--- src/ppu_timing_pkg.sv ---
// ################################################
// PPU frame timing: line and frame constants and
// the counter types shared by the video blocks
// ################################################
package ppu_timing_pkg;

  typedef logic [8:0] cycle_t;     // Pixel position within a line
  typedef logic [8:0] scanline_t;  // Line number, all ones is pre-render

  // Line end, 341 cycles on a normal line
  localparam logic [5:0] last_cycle_group = 6'd42;  // Cycles 336..343
  localparam logic [3:0] line_end_cycle   = 4'd4;   // 340, or 339 on the short line

  // Frame layout
  localparam scanline_t vblank_start_line = 9'd240;
  localparam scanline_t vblank_end_line   = 9'd260;
  localparam scanline_t pre_render_line   = 9'h1FF;

  // Scroll register events within a line
  localparam cycle_t sprite_fetch_start   = 9'd256;  // Horizontal reload window
  localparam cycle_t prefetch_start       = 9'd320;  // Next line's first two tiles
  localparam cycle_t prefetch_end         = 9'd336;
  localparam cycle_t prerender_copy_cycle = 9'd304;
  localparam cycle_t vert_incr_cycle      = 9'd251;

  localparam logic [4:0] coarse_y_wrap = 5'd29;  // Last tile row of a name table

endpackage

--- src/ppu_bus_pkg.sv ---
// ################################################
// PPU bus view: CPU register map, VRAM address,
// scroll address, pixel and colour types
// ################################################
package ppu_bus_pkg;

  typedef logic [2:0]  cpu_addr_t;   // CPU register select
  typedef logic [7:0]  byte_t;
  typedef logic [14:0] loopy_t;      // Fine Y, name table, coarse Y, coarse X
  typedef logic [13:0] vram_addr_t;
  typedef logic [2:0]  fine_x_t;
  typedef logic [3:0]  bg_pixel_t;   // Attribute bits over pattern bits
  typedef logic [4:0]  pal_index_t;
  typedef logic [5:0]  color_t;

  // CPU visible registers
  localparam cpu_addr_t reg_ctrl   = 3'd0;
  localparam cpu_addr_t reg_mask   = 3'd1;
  localparam cpu_addr_t reg_status = 3'd2;
  localparam cpu_addr_t reg_scroll = 3'd5;
  localparam cpu_addr_t reg_addr   = 3'd6;
  localparam cpu_addr_t reg_data   = 3'd7;

  localparam logic [5:0] pal_page = 6'h3F;  // Address bits 13..8 of palette space

  // Data port address steps, picked by control bit 2
  localparam loopy_t incr_across = 15'd1;
  localparam loopy_t incr_down   = 15'd32;

endpackage

--- src/ppu_frame_timer.sv ---
// ################################################
// Frame timer: cycle and scanline counters, vblank
// flag and pre-render line with odd-frame skip
// ################################################
`timescale 1ns/1ps

module ppu_frame_timer (
  input  logic                       clk,
  input  logic                       ce,
  input  logic                       reset,
  input  logic                       is_rendering,
  output ppu_timing_pkg::cycle_t     cycle,
  output ppu_timing_pkg::scanline_t  scanline,
  output logic                       in_vblank,
  output logic                       end_of_line,
  output logic                       last_group,
  output logic                       entering_vblank,
  output logic                       exiting_vblank,
  output logic                       pre_render
);

  logic       second_frame;  // Toggles each frame
  logic       short_line;    // Odd pre-render line loses one cycle
  logic [3:0] end_nibble;

  assign last_group  = (cycle[8:3] == ppu_timing_pkg::last_cycle_group);
  assign short_line  = pre_render && second_frame && is_rendering;
  assign end_nibble  = short_line ? ppu_timing_pkg::line_end_cycle - 4'd1
                                  : ppu_timing_pkg::line_end_cycle;
  assign end_of_line = last_group && (cycle[3:0] == end_nibble);

  // Flag edges land on the last cycle of lines 240 and 260
  assign entering_vblank = end_of_line && (scanline == ppu_timing_pkg::vblank_start_line);
  assign exiting_vblank  = end_of_line && (scanline == ppu_timing_pkg::vblank_end_line);

  always_ff @(posedge clk) begin
    if (reset) begin
      cycle        <= '0;
      scanline     <= '0;
      in_vblank    <= 1'b1;
      pre_render   <= 1'b0;
      second_frame <= 1'b0;
    end else if (ce) begin
      cycle <= end_of_line ? '0 : cycle + 9'd1;
      if (entering_vblank)
        in_vblank <= 1'b1;
      else if (exiting_vblank)
        in_vblank <= 1'b0;
      // Line 260 wraps to the pre-render line, which then counts up to 0
      if (end_of_line) begin
        scanline   <= exiting_vblank ? ppu_timing_pkg::pre_render_line : scanline + 9'd1;
        pre_render <= exiting_vblank;
        if (exiting_vblank)
          second_frame <= !second_frame;
      end
    end
  end

endmodule

--- src/ppu_scroll_regs.sv ---
// ################################################
// Scroll registers: current and temporary VRAM
// address, fine X, write toggle and render steps
// ################################################
`timescale 1ns/1ps

module ppu_scroll_regs (
  input  logic                    clk,
  input  logic                    ce,
  input  logic                    reset,
  input  logic                    is_rendering,
  input  logic                    pre_render,
  input  logic                    read,
  input  logic                    write,
  input  ppu_bus_pkg::cpu_addr_t  ain,
  input  ppu_bus_pkg::byte_t      din,
  input  ppu_timing_pkg::cycle_t  cycle,
  input  logic                    incr_sel,    // 1 steps the data port by 32
  output ppu_bus_pkg::loopy_t     loopy,
  output ppu_bus_pkg::fine_x_t    fine_x,
  output logic                    pal_select
);

  ppu_bus_pkg::loopy_t v_addr;  // Current address
  ppu_bus_pkg::loopy_t t_addr;  // Temporary address
  logic                toggle;  // Second write of scroll or address pair
  logic                coarse_x_step;

  // Step right after each attribute fetch, on visible and prefetch tiles
  assign coarse_x_step = (cycle[2:0] == 3'd3) &&
                         (cycle < ppu_timing_pkg::sprite_fetch_start ||
                          (cycle >= ppu_timing_pkg::prefetch_start &&
                           cycle < ppu_timing_pkg::prefetch_end));

  always_ff @(posedge clk) begin
    if (reset) begin
      v_addr <= '0;
      t_addr <= '0;
      fine_x <= '0;
      toggle <= 1'b0;
    end else if (ce) begin
      if (is_rendering) begin
        if (coarse_x_step) begin
          v_addr[4:0] <= v_addr[4:0] + 5'd1;
          v_addr[10]  <= v_addr[10] ^ (v_addr[4:0] == 5'd31);  // Next name table across
        end
        if (cycle == ppu_timing_pkg::vert_incr_cycle) begin
          v_addr[14:12] <= v_addr[14:12] + 3'd1;
          if (v_addr[14:12] == 3'd7) begin
            if (v_addr[9:5] == ppu_timing_pkg::coarse_y_wrap) begin
              v_addr[9:5] <= '0;
              v_addr[11]  <= !v_addr[11];
            end else begin
              v_addr[9:5] <= v_addr[9:5] + 5'd1;
            end
          end
        end
        if (cycle == ppu_timing_pkg::sprite_fetch_start)
          {v_addr[10], v_addr[4:0]} <= {t_addr[10], t_addr[4:0]};  // Horizontal copy
        if (cycle == ppu_timing_pkg::prerender_copy_cycle && pre_render)
          v_addr <= t_addr;
      end
      // CPU accesses override the render updates above
      if (write && ain == ppu_bus_pkg::reg_ctrl) begin
        t_addr[11:10] <= din[1:0];
      end else if (write && ain == ppu_bus_pkg::reg_scroll) begin
        if (!toggle) begin
          t_addr[4:0] <= din[7:3];
          fine_x      <= din[2:0];
        end else begin
          t_addr[9:5]   <= din[7:3];
          t_addr[14:12] <= din[2:0];
        end
        toggle <= !toggle;
      end else if (write && ain == ppu_bus_pkg::reg_addr) begin
        if (!toggle) begin
          t_addr[14:8] <= {1'b0, din[5:0]};  // High byte, bit 14 cleared
        end else begin
          t_addr[7:0] <= din;
          v_addr      <= {t_addr[14:8], din};
        end
        toggle <= !toggle;
      end else if (read && ain == ppu_bus_pkg::reg_status) begin
        toggle <= 1'b0;
      end else if ((read || write) && ain == ppu_bus_pkg::reg_data && !is_rendering) begin
        v_addr <= v_addr + (incr_sel ? ppu_bus_pkg::incr_down : ppu_bus_pkg::incr_across);
      end
    end
  end

  assign loopy      = v_addr;
  assign pal_select = (v_addr[13:8] == ppu_bus_pkg::pal_page);

endmodule

--- src/ppu_bg_painter.sv ---
// ################################################
// Background painter: captures tile fetches and
// shifts out pixels offset by fine X
// ################################################
`timescale 1ns/1ps

module ppu_bg_painter (
  input  logic                    clk,
  input  logic                    ce,
  input  logic                    shift_en,
  input  ppu_timing_pkg::cycle_t  cycle,
  input  ppu_bus_pkg::fine_x_t    fine_x,
  input  ppu_bus_pkg::loopy_t     loopy,
  input  ppu_bus_pkg::byte_t      vram_din,
  output ppu_bus_pkg::byte_t      name_tile,
  output ppu_bus_pkg::bg_pixel_t  bg_pixel
);

  logic [15:0]        patt_lo_pipe;  // Pattern plane 0
  logic [15:0]        patt_hi_pipe;  // Pattern plane 1
  logic [8:0]         attr_lo_pipe;
  logic [8:0]         attr_hi_pipe;
  logic [1:0]         attr_bits;     // Quadrant of the attribute byte
  ppu_bus_pkg::byte_t patt_lo;       // Plane 0 byte from group cycle 5
  ppu_bus_pkg::byte_t lo_rev;
  ppu_bus_pkg::byte_t hi_rev;
  logic [3:0]         tap;

  // Leftmost pixel sits in bit 7, flip so it shifts out first
  always_comb begin
    for (int i = 0; i < 8; i++) begin
      lo_rev[i] = patt_lo[7 - i];
      hi_rev[i] = vram_din[7 - i];  // Plane 1 arrives at group cycle 7
    end
  end

  always_ff @(posedge clk) begin
    if (ce) begin
      case (cycle[2:0])
        3'd1: name_tile <= vram_din;
        3'd3: attr_bits <= vram_din[{loopy[6], loopy[1], 1'b0} +: 2];  // Coarse Y/X bit 1
        3'd5: patt_lo   <= vram_din;
        default: ;
      endcase
      if (shift_en) begin
        patt_lo_pipe[14:0] <= patt_lo_pipe[15:1];
        patt_hi_pipe[14:0] <= patt_hi_pipe[15:1];
        attr_lo_pipe[7:0]  <= attr_lo_pipe[8:1];
        attr_hi_pipe[7:0]  <= attr_hi_pipe[8:1];
        if (cycle[2:0] == 3'd7) begin  // Refill the upper half with the next tile
          patt_lo_pipe[15:8] <= lo_rev;
          patt_hi_pipe[15:8] <= hi_rev;
          attr_lo_pipe[8]    <= attr_bits[0];
          attr_hi_pipe[8]    <= attr_bits[1];
        end
      end
    end
  end

  assign tap      = {1'b0, fine_x};
  assign bg_pixel = {attr_hi_pipe[tap], attr_lo_pipe[tap], patt_hi_pipe[tap], patt_lo_pipe[tap]};

endmodule

--- src/ppu_palette_ram.sv ---
// ################################################
// Palette RAM: 32 colours, backdrop mirroring and
// grayscale on the output
// ################################################
`timescale 1ns/1ps

module ppu_palette_ram (
  input  logic                    clk,
  input  logic                    ce,
  input  logic                    is_rendering,
  input  logic                    pal_select,
  input  logic                    pal_write,
  input  logic                    grayscale,
  input  ppu_bus_pkg::bg_pixel_t  bg_pixel,
  input  ppu_bus_pkg::loopy_t     loopy,
  input  ppu_bus_pkg::byte_t      din,
  output ppu_bus_pkg::color_t     color
);

  ppu_bus_pkg::color_t     pal_mem [32];
  ppu_bus_pkg::pal_index_t raw_idx;
  ppu_bus_pkg::pal_index_t idx;      // After backdrop mirroring
  ppu_bus_pkg::color_t     entry;

  // Pixel index while painting, CPU address otherwise
  assign raw_idx = is_rendering ? {1'b0, bg_pixel}
                 : pal_select   ? loopy[4:0]
                 :                '0;

  assign idx   = (raw_idx[1:0] == 2'b00) ? '0 : raw_idx;  // Every colour 0 is the backdrop
  assign entry = pal_mem[idx];
  assign color = grayscale ? {entry[5:4], 4'b0000} : entry;

  always_ff @(posedge clk) begin
    // Mirrors at 4, 8, 12 and their upper copies do not store
    if (ce && pal_write && !(raw_idx[3:2] != 2'b00 && raw_idx[1:0] == 2'b00))
      pal_mem[idx] <= din[5:0];
  end

endmodule

--- src/ppu_cpu_port.sv ---
// ################################################
// CPU port: control, mask and status registers,
// NMI, VRAM strobes and the buffered data read
// ################################################
`timescale 1ns/1ps

module ppu_cpu_port (
  input  logic                       clk,
  input  logic                       ce,
  input  logic                       reset,
  input  logic                       read,
  input  logic                       write,
  input  ppu_bus_pkg::cpu_addr_t     ain,
  input  ppu_bus_pkg::byte_t         din,
  input  ppu_bus_pkg::byte_t         vram_din,
  input  ppu_timing_pkg::cycle_t     cycle,
  input  ppu_timing_pkg::scanline_t  scanline,
  input  logic                       in_vblank,
  input  logic                       end_of_line,
  input  logic                       entering_vblank,
  input  logic                       exiting_vblank,
  input  logic                       pal_select,
  input  ppu_bus_pkg::color_t        color,
  output ppu_bus_pkg::byte_t         dout,
  output logic                       nmi,
  output logic                       is_rendering,
  output logic                       incr_sel,
  output logic                       bg_patt,
  output logic                       grayscale,
  output logic                       show_bg,
  output logic                       vram_r,
  output logic                       vram_w,
  output logic                       pal_write
);

  logic               vbl_enable;     // Control bit 7
  logic               bg_clip_off;    // Mask bit 1, show BG in the left column
  logic               bg_enable;      // Mask bit 3
  logic               vbl_occurred;
  logic               read_pending;   // Data port read issued last cycle
  ppu_bus_pkg::byte_t read_buf;
  logic               data_access;

  assign data_access = (ain == ppu_bus_pkg::reg_data);

  assign is_rendering = bg_enable && !in_vblank &&
                        (scanline != ppu_timing_pkg::vblank_start_line);
  assign show_bg      = bg_enable && (bg_clip_off || cycle[7:3] != 5'd0);
  assign nmi          = vbl_occurred && vbl_enable;

  // Fetch on every even cycle of a rendered line, plus CPU data reads
  assign vram_r    = (read && data_access) || (is_rendering && !cycle[0] && !end_of_line);
  assign vram_w    = write && data_access && !pal_select && !is_rendering;
  assign pal_write = write && data_access && pal_select;

  always_ff @(posedge clk) begin
    if (reset) begin
      vbl_enable   <= 1'b0;
      incr_sel     <= 1'b0;
      bg_patt      <= 1'b0;
      grayscale    <= 1'b0;
      bg_clip_off  <= 1'b0;
      bg_enable    <= 1'b0;
      vbl_occurred <= 1'b0;
      read_pending <= 1'b0;
    end else if (ce) begin
      if (write && ain == ppu_bus_pkg::reg_ctrl) begin
        incr_sel   <= din[2];
        bg_patt    <= din[4];
        vbl_enable <= din[7];
      end
      if (write && ain == ppu_bus_pkg::reg_mask) begin
        grayscale   <= din[0];
        bg_clip_off <= din[1];
        bg_enable   <= din[3];
      end
      if (exiting_vblank) vbl_occurred <= 1'b0;
      if (entering_vblank) vbl_occurred <= 1'b1;
      if (read && ain == ppu_bus_pkg::reg_status)
        vbl_occurred <= 1'b0;  // Status read acknowledges vblank
      read_pending <= read && data_access;
    end
  end

  // VRAM answers one cycle after the strobe
  always_ff @(posedge clk) begin
    if (ce && read_pending)
      read_buf <= vram_din;
  end

  always_comb begin
    if (ain == ppu_bus_pkg::reg_status)
      dout = {vbl_occurred, 7'b0000000};
    else if (data_access && pal_select)
      dout = {2'b00, color};  // Palette reads bypass the buffer
    else
      dout = read_buf;
  end

endmodule

--- src/ppu_top.sv ---
// ################################################
// PPU background core: timer, CPU port, scroll,
// painter and palette, plus VRAM address mux
// ################################################
`timescale 1ns/1ps

module ppu_top (
  input  logic                       clk,
  input  logic                       reset,
  input  logic                       ce,
  input  logic                       read,
  input  logic                       write,
  input  ppu_bus_pkg::cpu_addr_t     ain,
  input  ppu_bus_pkg::byte_t         din,
  input  ppu_bus_pkg::byte_t         vram_din,
  output ppu_bus_pkg::byte_t         dout,
  output ppu_bus_pkg::byte_t         vram_dout,
  output logic                       nmi,
  output logic                       vram_r,
  output logic                       vram_w,
  output ppu_bus_pkg::vram_addr_t    vram_a,
  output ppu_bus_pkg::color_t        color,
  output ppu_timing_pkg::scanline_t  scanline,
  output ppu_timing_pkg::cycle_t     cycle
);

  logic in_vblank, end_of_line, last_group, entering_vblank, exiting_vblank, pre_render;
  logic is_rendering, incr_sel, bg_patt, grayscale, show_bg, pal_write, pal_select;
  ppu_bus_pkg::loopy_t    loopy;
  ppu_bus_pkg::fine_x_t   fine_x;
  ppu_bus_pkg::byte_t     name_tile;
  ppu_bus_pkg::bg_pixel_t bg_raw;
  ppu_bus_pkg::bg_pixel_t bg_pixel;  // Blanked pattern bits where BG is hidden

  ppu_frame_timer u_timer (.*);
  ppu_cpu_port    u_cpu   (.*);
  ppu_scroll_regs u_scroll (.*);
  ppu_bg_painter  u_bg (.clk, .ce, .shift_en(!last_group), .cycle, .fine_x, .loopy,
                        .vram_din, .name_tile, .bg_pixel(bg_raw));
  ppu_palette_ram u_pal (.*);

  assign bg_pixel  = {bg_raw[3:2], show_bg ? bg_raw[1:0] : 2'b00};
  assign vram_dout = din;

  // Group cycles 0-1 name, 2-3 attribute, 4-7 the two pattern planes
  assign vram_a = !is_rendering          ? loopy[13:0]
                : (cycle[2:1] == 2'd0)   ? {2'b10, loopy[11:0]}
                : (cycle[2:1] == 2'd1)   ? {2'b10, loopy[11:10], 4'b1111, loopy[9:7], loopy[4:2]}
                :                          {1'b0, bg_patt, name_tile, cycle[1], loopy[14:12]};

endmodule

--- config.mk ---
export PLATFORM = sky130hd
export DESIGN_NAME = ppu_top
export DESIGN_NICKNAME = d
export VERILOG_FILES = /design/src/ppu_timing_pkg.sv /design/src/ppu_bus_pkg.sv /design/src/ppu_frame_timer.sv /design/src/ppu_scroll_regs.sv /design/src/ppu_bg_painter.sv /design/src/ppu_palette_ram.sv /design/src/ppu_cpu_port.sv /design/src/ppu_top.sv
export SDC_FILE = /design/constraint.sdc
export NUM_CORES = 1
export LEC_CHECK = 0
export ABC_AREA = 1
export BUFFER_PORTS_ARGS = -buffer_cell sky130_fd_sc_hd__buf_4
export CORE_MARGIN = 2
export CORE_UTILIZATION = 35
export DETAILED_ROUTE_END_ITERATION = 8
export GPL_ROUTABILITY_DRIVEN = 0
export RECOVER_POWER = 25
export SLEW_MARGIN = 10
export SYNTH_ARGS = -nofsm -noshare
export SYNTH_HDL_FRONTEND = slang
export SYNTH_SLANG_ARGS = --single-unit
--- constraint.sdc ---
create_clock -name clk -period 6.7 [get_ports clk]
set_clock_uncertainty 0.05 [all_clocks]
set_input_delay 1.005 -clock clk [delete_from_list [all_inputs] [get_ports clk]]
set_output_delay 1.005 -clock clk [all_outputs]
set_load 0.1 [all_outputs]
# Word level (Yosys, flattened, before mapping)
# Memories as Yosys holds them, arrays and structs flattened.
# Index checks and enable logic that the tools add are counted.
[totals] regBits=139 ram_bits=192 in_bits=24 output_inout_bits=57 word_cells=207 memories=1
[classes] addsub=6 order_cmp=4 eq_ne=27 shifts=1 mux=60 n_bitwise=4 reduce_logical=72
[memory_table] name="u_pal.pal_mem" words=32 word_bits=6 rd=1 rd_ports_with_merged_regs=0 write_ports=1 line="ppu_palette_ram.sv:20" source="ppu_bus_pkg::color_t pal_mem [32];"
[op_table] operator="2-to-1 mux 15 bit" count=9
[op_table] operator="2-to-1 mux 5 bit" count=10
[op_table] operator="2-to-1 mux 14 bit" count=3
[op_table] operator="logical AND 1 bit" count=31
[op_table] operator="equality test 9 bit, second input constant" count=3
[op_table] operator="2-to-1 mux 8 bit" count=3
[op_table] operator="2-to-1 mux 7 bit" count=3
[op_table] operator="adder 9 x 1 -> 9 bit, second input constant" count=2
[op_table] operator="equality test 3 bit, second input constant" count=6
[op_table] operator="equality test 9 x 8 -> 1 bit, second input constant" count=2
[op_table] operator="< comparator 9 bit, second input constant" count=2
[op_table] operator="2-to-1 mux 9 bit" count=2
[op_table] operator="AND reduction 2 bit" count=9
[op_table] operator="2-to-1 mux 1 bit" count=16
[op_table] operator="adder 15 bit" count=1
[op_table] operator="binary-select mux 1 bit (select 3 bit)" count=4
[op_table] operator="equality test 6 bit, second input constant" count=2
[op_table] operator="AND reduction 4 bit" count=3
[op_table] operator="adder 5 x 1 -> 5 bit, second input constant" count=2
[op_table] operator="equality test 5 bit, second input constant" count=2
[op_table] operator="2-to-1 mux 10 bit" count=1
[op_table] operator="AND reduction 5 bit" count=2
[op_table] operator="nonzero test 2 bit" count=5
[op_table] operator=">= comparator 9 bit, second input constant" count=1
[op_table] operator="23 further kinds" count=50

# Logic depth before layout (Yosys ltp)
[logic_depth] word_depth=13 ltp_mapped=21 depth_no_buf=21

# Modules after synthesis
# Synthesis repeated with hierarchy kept, for this count alone.
[hier_totals] cells_unflattened=1776 hier_area_um2=15339.7
[by_module_without_submodules] mod="ppu_palette_ram" instances=1 cells_each=656 area_each_um2=7065.5 seq_area_each_um2=4774.6
[by_module_without_submodules] mod="ppu_scroll_regs" instances=1 cells_each=485 area_each_um2=2965.3 seq_area_each_um2=680.7
[by_module_without_submodules] mod="ppu_bg_painter" instances=1 cells_each=242 area_each_um2=2791.4 seq_area_each_um2=2042.0
[by_module_without_submodules] mod="ppu_frame_timer" instances=1 cells_each=188 area_each_um2=1258.7 seq_area_each_um2=420.4
[by_module_without_submodules] mod="ppu_cpu_port" instances=1 cells_each=121 area_each_um2=869.6 seq_area_each_um2=400.4
[by_module_without_submodules] mod="ppu_top" instances=1 cells_each=84 area_each_um2=389.1 seq_area_each_um2=0.0

# Least setup slack after synthesis
# Ideal clock, no wire load.
[synth_timing] path_kind="register -> output" start="register u_timer.scanline[0]" end="output vram_r" arrival_ns=4.515 required_time_ns=5.645 path_slack_ns=1.130 stages_incl_launch_ff=15 path_buffers=1 cell_sequence="dfxtp_1 > inv_1 > ha_1 > nand2_1 > nor2_1 > nand2_2 > nand2_4 > inv_2 > buf_6 > nand3_2 > nand4_1 > o21ai_2 > inv_1 > nor2_1 > o31ai_1"
[synth_between] elab_chain_len=9 word_cells_on_any_way=10 cone_classes="2 x eq/ne; 1 x mux; 7 x reduce/logical"
[synth_rtl] element="from (decl)" line="ppu_frame_timer.sv:13" source="output ppu_timing_pkg::scanline_t scanline,"
[synth_rtl] element="from (signal assigned)" line="ppu_frame_timer.sv:51" source="scanline <= exiting_vblank ? ppu_timing_pkg::pre_render_line : scanline + 9'd1;"
[synth_rtl] element="inequality test 9 x 8 -> 1 bit *" line="ppu_cpu_port.sv:47" source="(scanline != ppu_timing_pkg::vblank_start_line);"
[synth_rtl] element="logical AND 1 bit *" line="ppu_cpu_port.sv:46" source="assign is_rendering = bg_enable && !in_vblank &&"
[synth_rtl] element="logical AND 1 bit" line="ppu_frame_timer.sv:27" source="assign short_line = pre_render && second_frame && is_rendering;"
[synth_rtl] element="2-to-1 mux 3 bit" line="ppu_frame_timer.sv:28" source="assign end_nibble = short_line ? ppu_timing_pkg::line_end_cycle - 4'd1"
[synth_rtl] element="equality test 4 bit" line="ppu_frame_timer.sv:30" source="assign end_of_line = last_group && (cycle[3:0] == end_nibble);"
[synth_rtl] element="logical AND 1 bit" line="ppu_frame_timer.sv:30"
[synth_rtl] element="logical NOT 1 bit" line="ppu_cpu_port.sv:52" source="assign vram_r = (read && data_access) || (is_rendering && !cycle[0] && !end_of_line);"
[synth_rtl] element="logical AND 1 bit *" line="ppu_cpu_port.sv:52"
[synth_rtl] element="logical OR 1 bit *" line="ppu_cpu_port.sv:52"
[synth_rtl] element="to (decl)" line="ppu_top.sv:19" source="output logic vram_r,"
# Every way passes the cells marked *; elsewhere a longest branch is shown, timed or not.

# Worst setup path after layout
[layout_timing] start="register u_timer.scanline[0]" end="output dout[4]"
[layout_between] elab_chain_len=8
[layout_rtl] element="inequality test 9 x 8 -> 1 bit *" line="ppu_cpu_port.sv:47"
[layout_rtl] element="logical AND 1 bit *" line="ppu_cpu_port.sv:46"
[layout_rtl] element="2-to-1 mux 5 bit *" line="ppu_palette_ram.sv:26" source="assign raw_idx = is_rendering ? {1'b0, bg_pixel}"
[layout_rtl] element="logical NOT 2 bit" line="ppu_palette_ram.sv:30" source="assign idx = (raw_idx[1:0] == 2'b00) ? '0 : raw_idx;"
[layout_rtl] element="2-to-1 mux 5 bit *" line="ppu_palette_ram.sv:30"
[layout_rtl] element="memory (32 x 6 bit) *"
[layout_rtl] element="2-to-1 mux 8 bit *" line="ppu_cpu_port.sv:94" source="else if (data_access && pal_select)"
[layout_rtl] element="2-to-1 mux 8 bit *" line="ppu_cpu_port.sv:92" source="if (ain == ppu_bus_pkg::reg_status)"
[layout_rtl] element="to (decl)" line="ppu_top.sv:16" source="output ppu_bus_pkg::byte_t dout,"
# Marked as above.

==> run_results.csv <==
group,metric,value,unit
cts,clockBufferDepth,3,
sta,hold_violations,0,
final_layout,layout_common_cells,"nand2_1 (383), edfxtp_1 (226), inv_1 (215)",
power,swShare,23.02,%
logic_synthesis,syn_area,0.01436,mm²
floorplanning,ioPinCount,81,
drt,detail_route.wl_per_cell,18.33,µm
cts,hold_buffers,0,
floorplanning,die_h,206.5,µm
cts,cts.repair.resized,0,
power,pwr-share-comb,5.8,%
sta,fin_tns_setup,0,ns
drt,drc,0,
drt,wirelength,40.96,mm
critical_path,max_stage_delay,0.71,ns
global_routing,grt_max_degree,59,
sta,fin_crit_sh,77.89,%
global_routing,overflow,0,
power,cellLeakagePower,6.568,nW
floorplanning,die_w,206.5,µm
global_routing,grt_pass1_vias,11040,
flow_run,max_cap_violations,5,
placement,placed_area,0.01534,mm²
cts,cts-root-buf,"clkbuf_16",
drt,final_antenna_net_count,0,
cts,cts_tree,"done",
cts,cts.clk_slew.worst_paths,0.06,ns
logic_synthesis,yosysWarnings,0,
sta,clock.fmax,191.6,MHz
critical_path,path_class,"reg2out",
status,status,"complete, but fails checks",
final_layout,drive_gt1_share,10.57,%
logic_synthesis,ys_seq_area_share,56.05,%
final_layout,postLayoutCellArea,0.01645,mm²
critical_path,endpoint,"dout[4]",
critical_path,r2r_start,"u_timer.scanline[0]",
critical_path,cp.arrival,4.16,ns
critical_path,cpMaxStageDelayCell,"nor2_1",
critical_path,cp-end-kind,"output pin",
critical_path,start_kind,"flip-flop",
power,power_frac_seq,47.7,%
cts,cts_buffers,34,
floorplanning,initial_core_util,35.33,%
power,irDropWorstVdd,0.1792,mV
sta,slew_violations,158,
power,p_int,3.207,mW
sta,finalCriticalPeriod,5.219,ns
logic_synthesis,synth_nets,1654,
floorplanning,die_area,0.04266,mm²
global_routing,antenna_found_initial,0,
cts,clk_latency,0.51,ns
cts,postCtsSetupBuffers,0,
global_routing,grt_pass1_wl,63.59,mm
cts,cts-htree-levels,2,
final_layout,areaGrowthSynthToFinish,14.59,%
logic_synthesis,postSynthAreaPerCell,8.896,µm²
status,violations,"max-capacitance violations, max-slew violations",
logic_synthesis,synthCells,1614,
final_layout,final_common_cell,"nand2_1",
critical_path,r2r_cells,12,
floorplanning,rows,74,
placement,dp_slack,2.058,ns
power,clock_power_share,46.6,%
final_layout,antennaDiodeCount,0,
drt,drtPass1Iterations,5,
power,switchingPower,0.9590,mW
placement,hpwl,27.42,mm
sta,rsz0062_at_grt,"false",
critical_path,r2r_slack,2.35,ns
final_layout,num-fill-cells,4033,
placement,place.port_buffers,80,
critical_path,worstReg2RegEnd,"u_pal.pal_mem[26][5]",
critical_path,path_cells,"inv_1 -> ha_1 -> nand2_1 -> nor2_1 -> nand2_2 -> nand2_4 -> nand3_2 -> nand2_2 -> inv_2 -> nor2_1 -> nand2_1 -> nand3_1 -> nand2_1 -> inv_1 -> nor2_1 -> nor2_1 -> nand3_1 -> nand2_1 -> inv_1 -> buf_4",
logic_synthesis,synth_cell_type_count,49,
cts,cts_sinks,289,
drt,vias_per_cell,5.110,
sta,tightest_slew,1.889,ns
drt,vias,11420,
final_layout,final_nets,1718,
critical_path,path_max_fanout,22,
sta,setup_violations,0,
floorplanning,core,0.04065,mm²
sta,max-slew-margin-rel,-25.90,%
drt,dr.first_iter.drc_count,1114,
worst_hold_path,hp-class,"reg2reg",
critical_path,required,5.64,ns
global_routing,grt.total_usage,19.36,%
critical_path,crit_start,"u_timer.scanline[0]",
logic_synthesis,ys_ff_latch,289,
power,power_density,253.2,mW/mm²
sta,worst_slack,1.481,ns
[final cells by class]
| type | count | area (µm²) | area share, % |
|---|---|---|---|
| repair buffers | 90 | 626.9 | 3.810 |
| well taps | 532 | 665.6 | 4.046 |
| multi-input cells | 1030 | 5069 | 30.81 |
| clock inverters | 21 | 269.0 | 1.635 |
| inverters | 233 | 880.8 | 5.354 |
| clock buffers | 40 | 894.6 | 5.437 |
| flip-flops and latches | 289 | 8048 | 48.91 |
[metal layers]
| metal | up-vias | track usage (%) | part of all wire [%] |
|---|---|---|---|
| met4 | 0 | 5.944 | 2.4 |
| met5 | - | 0 | 0 |
| met1 | 5414 | 26.76 | 44 |
| li1 | 5501 | - | - |
| met3 | 64 | 3.626 | 7.8 |
| met2 | 441 | 30.83 | 46 |
[synthesized netlist by cell type, drive strengths merged]
| cell | instances | area [µm²] |
|---|---|---|
| nor4 | 6 | 37.54 |
| inv | 227 | 857.1 |
| nand4 | 14 | 87.58 |
| edfxtp | 226 | 6787 |
| clkbuf | 23 | 87.58 |
| o21ai | 103 | 545.5 |
| a21oi | 63 | 315.3 |
| clkinv | 6 | 23.77 |
| ha | 16 | 200.2 |
| nand3 | 131 | 708.2 |
| o22ai | 10 | 62.56 |
| xor2 | 12 | 105.1 |
| nand2 | 401 | 1575 |
| a211oi | 5 | 37.54 |
| dfxtp | 63 | 1261 |
| a31oi | 18 | 112.6 |
| nor3 | 23 | 126.4 |
| xnor2 | 2 | 17.52 |
| o221ai | 4 | 35.03 |
| nand3b | 36 | 270.3 |
| o41ai | 1 | 8.760 |
| a221oi | 1 | 8.760 |
| a22oi | 4 | 30.03 |
| o2111ai | 1 | 8.760 |
| o31ai | 2 | 15.01 |
| or2 | 5 | 31.29 |
| nor2 | 164 | 661.9 |
| o211ai | 8 | 60.06 |
| buf | 39 | 281.5 |
[power by group through the flow]
stage          Clock [mW]  Sequential, mW  Combinational (mW)
2_1_floorplan           0            2.02               0.155
3_5_place_dp            0            2.02               0.244
5_1_grt              2.05            1.99               0.259
6_report             1.94            1.99               0.241
3_3_place_gp            0            2.02               0.241
4_1_cts              1.97            1.98               0.244
[kinds of logic after synthesis]
group | synth area share (%)
buffers and inverters | 8.705
AOI/OAI and AO/OA | 8.635
and+or+nand+nor | 24.36
DFF | 56.05
adders and majority gates | 1.394
xor gates and xnor gates | 0.8540
[worst min-delay path by stage]
stage,cells after the start,from,endpoint,slack (ns)
floorplan,0,u_bg.attr_hi_pipe[8],u_bg.attr_hi_pipe[7],0.35
global placement,0,u_bg.patt_hi_pipe[8],u_bg.patt_hi_pipe[7],0.35
detailed placement,0,u_bg.attr_lo_pipe[8],u_bg.attr_lo_pipe[7],0.35
CTS,0,u_bg.patt_lo[0],u_bg.patt_lo_pipe[15],0.37
global route,0,u_bg.patt_lo[0],u_bg.patt_lo_pipe[15],0.39
finish,0,u_bg.patt_lo[0],u_bg.patt_lo_pipe[15],0.37
[sequential cells by signal, indices dropped and copies added (netlist names), 9 cells and up]
name / cells
u_bg.patt_lo_pipe: 16
u_bg.attr_hi_pipe: 9
u_bg.patt_hi_pipe: 16
u_scroll.t_addr: 15
u_pal.pal_mem: 150
u_scroll.loopy: 15
u_bg.attr_lo_pipe: 9
u_timer.cycle: 9
u_timer.scanline: 9
[through the flow]
step                total power [mW]  instances  hold WS [ns]  util (%)
floorplan                      2.174       1614        0.3503         -
CTS                            4.202       2235        0.3694     40.60
finish                         4.166       2235        0.3679     40.48
global route                   4.295       2235        0.3915     40.48
detailed placement             2.265       2174        0.3545     37.74
global placement               2.262       2174        0.3527     37.74
[worst max-delay path, delay by kind of cell (launching register included)]
kind          cells  cell delay (ns)
fa+ha+maj         1             0.19
buf+inv           5             0.76
flops             1             0.33
simple gates     14             2.35
Note: power is estimated with default switching activity, not from simulation.
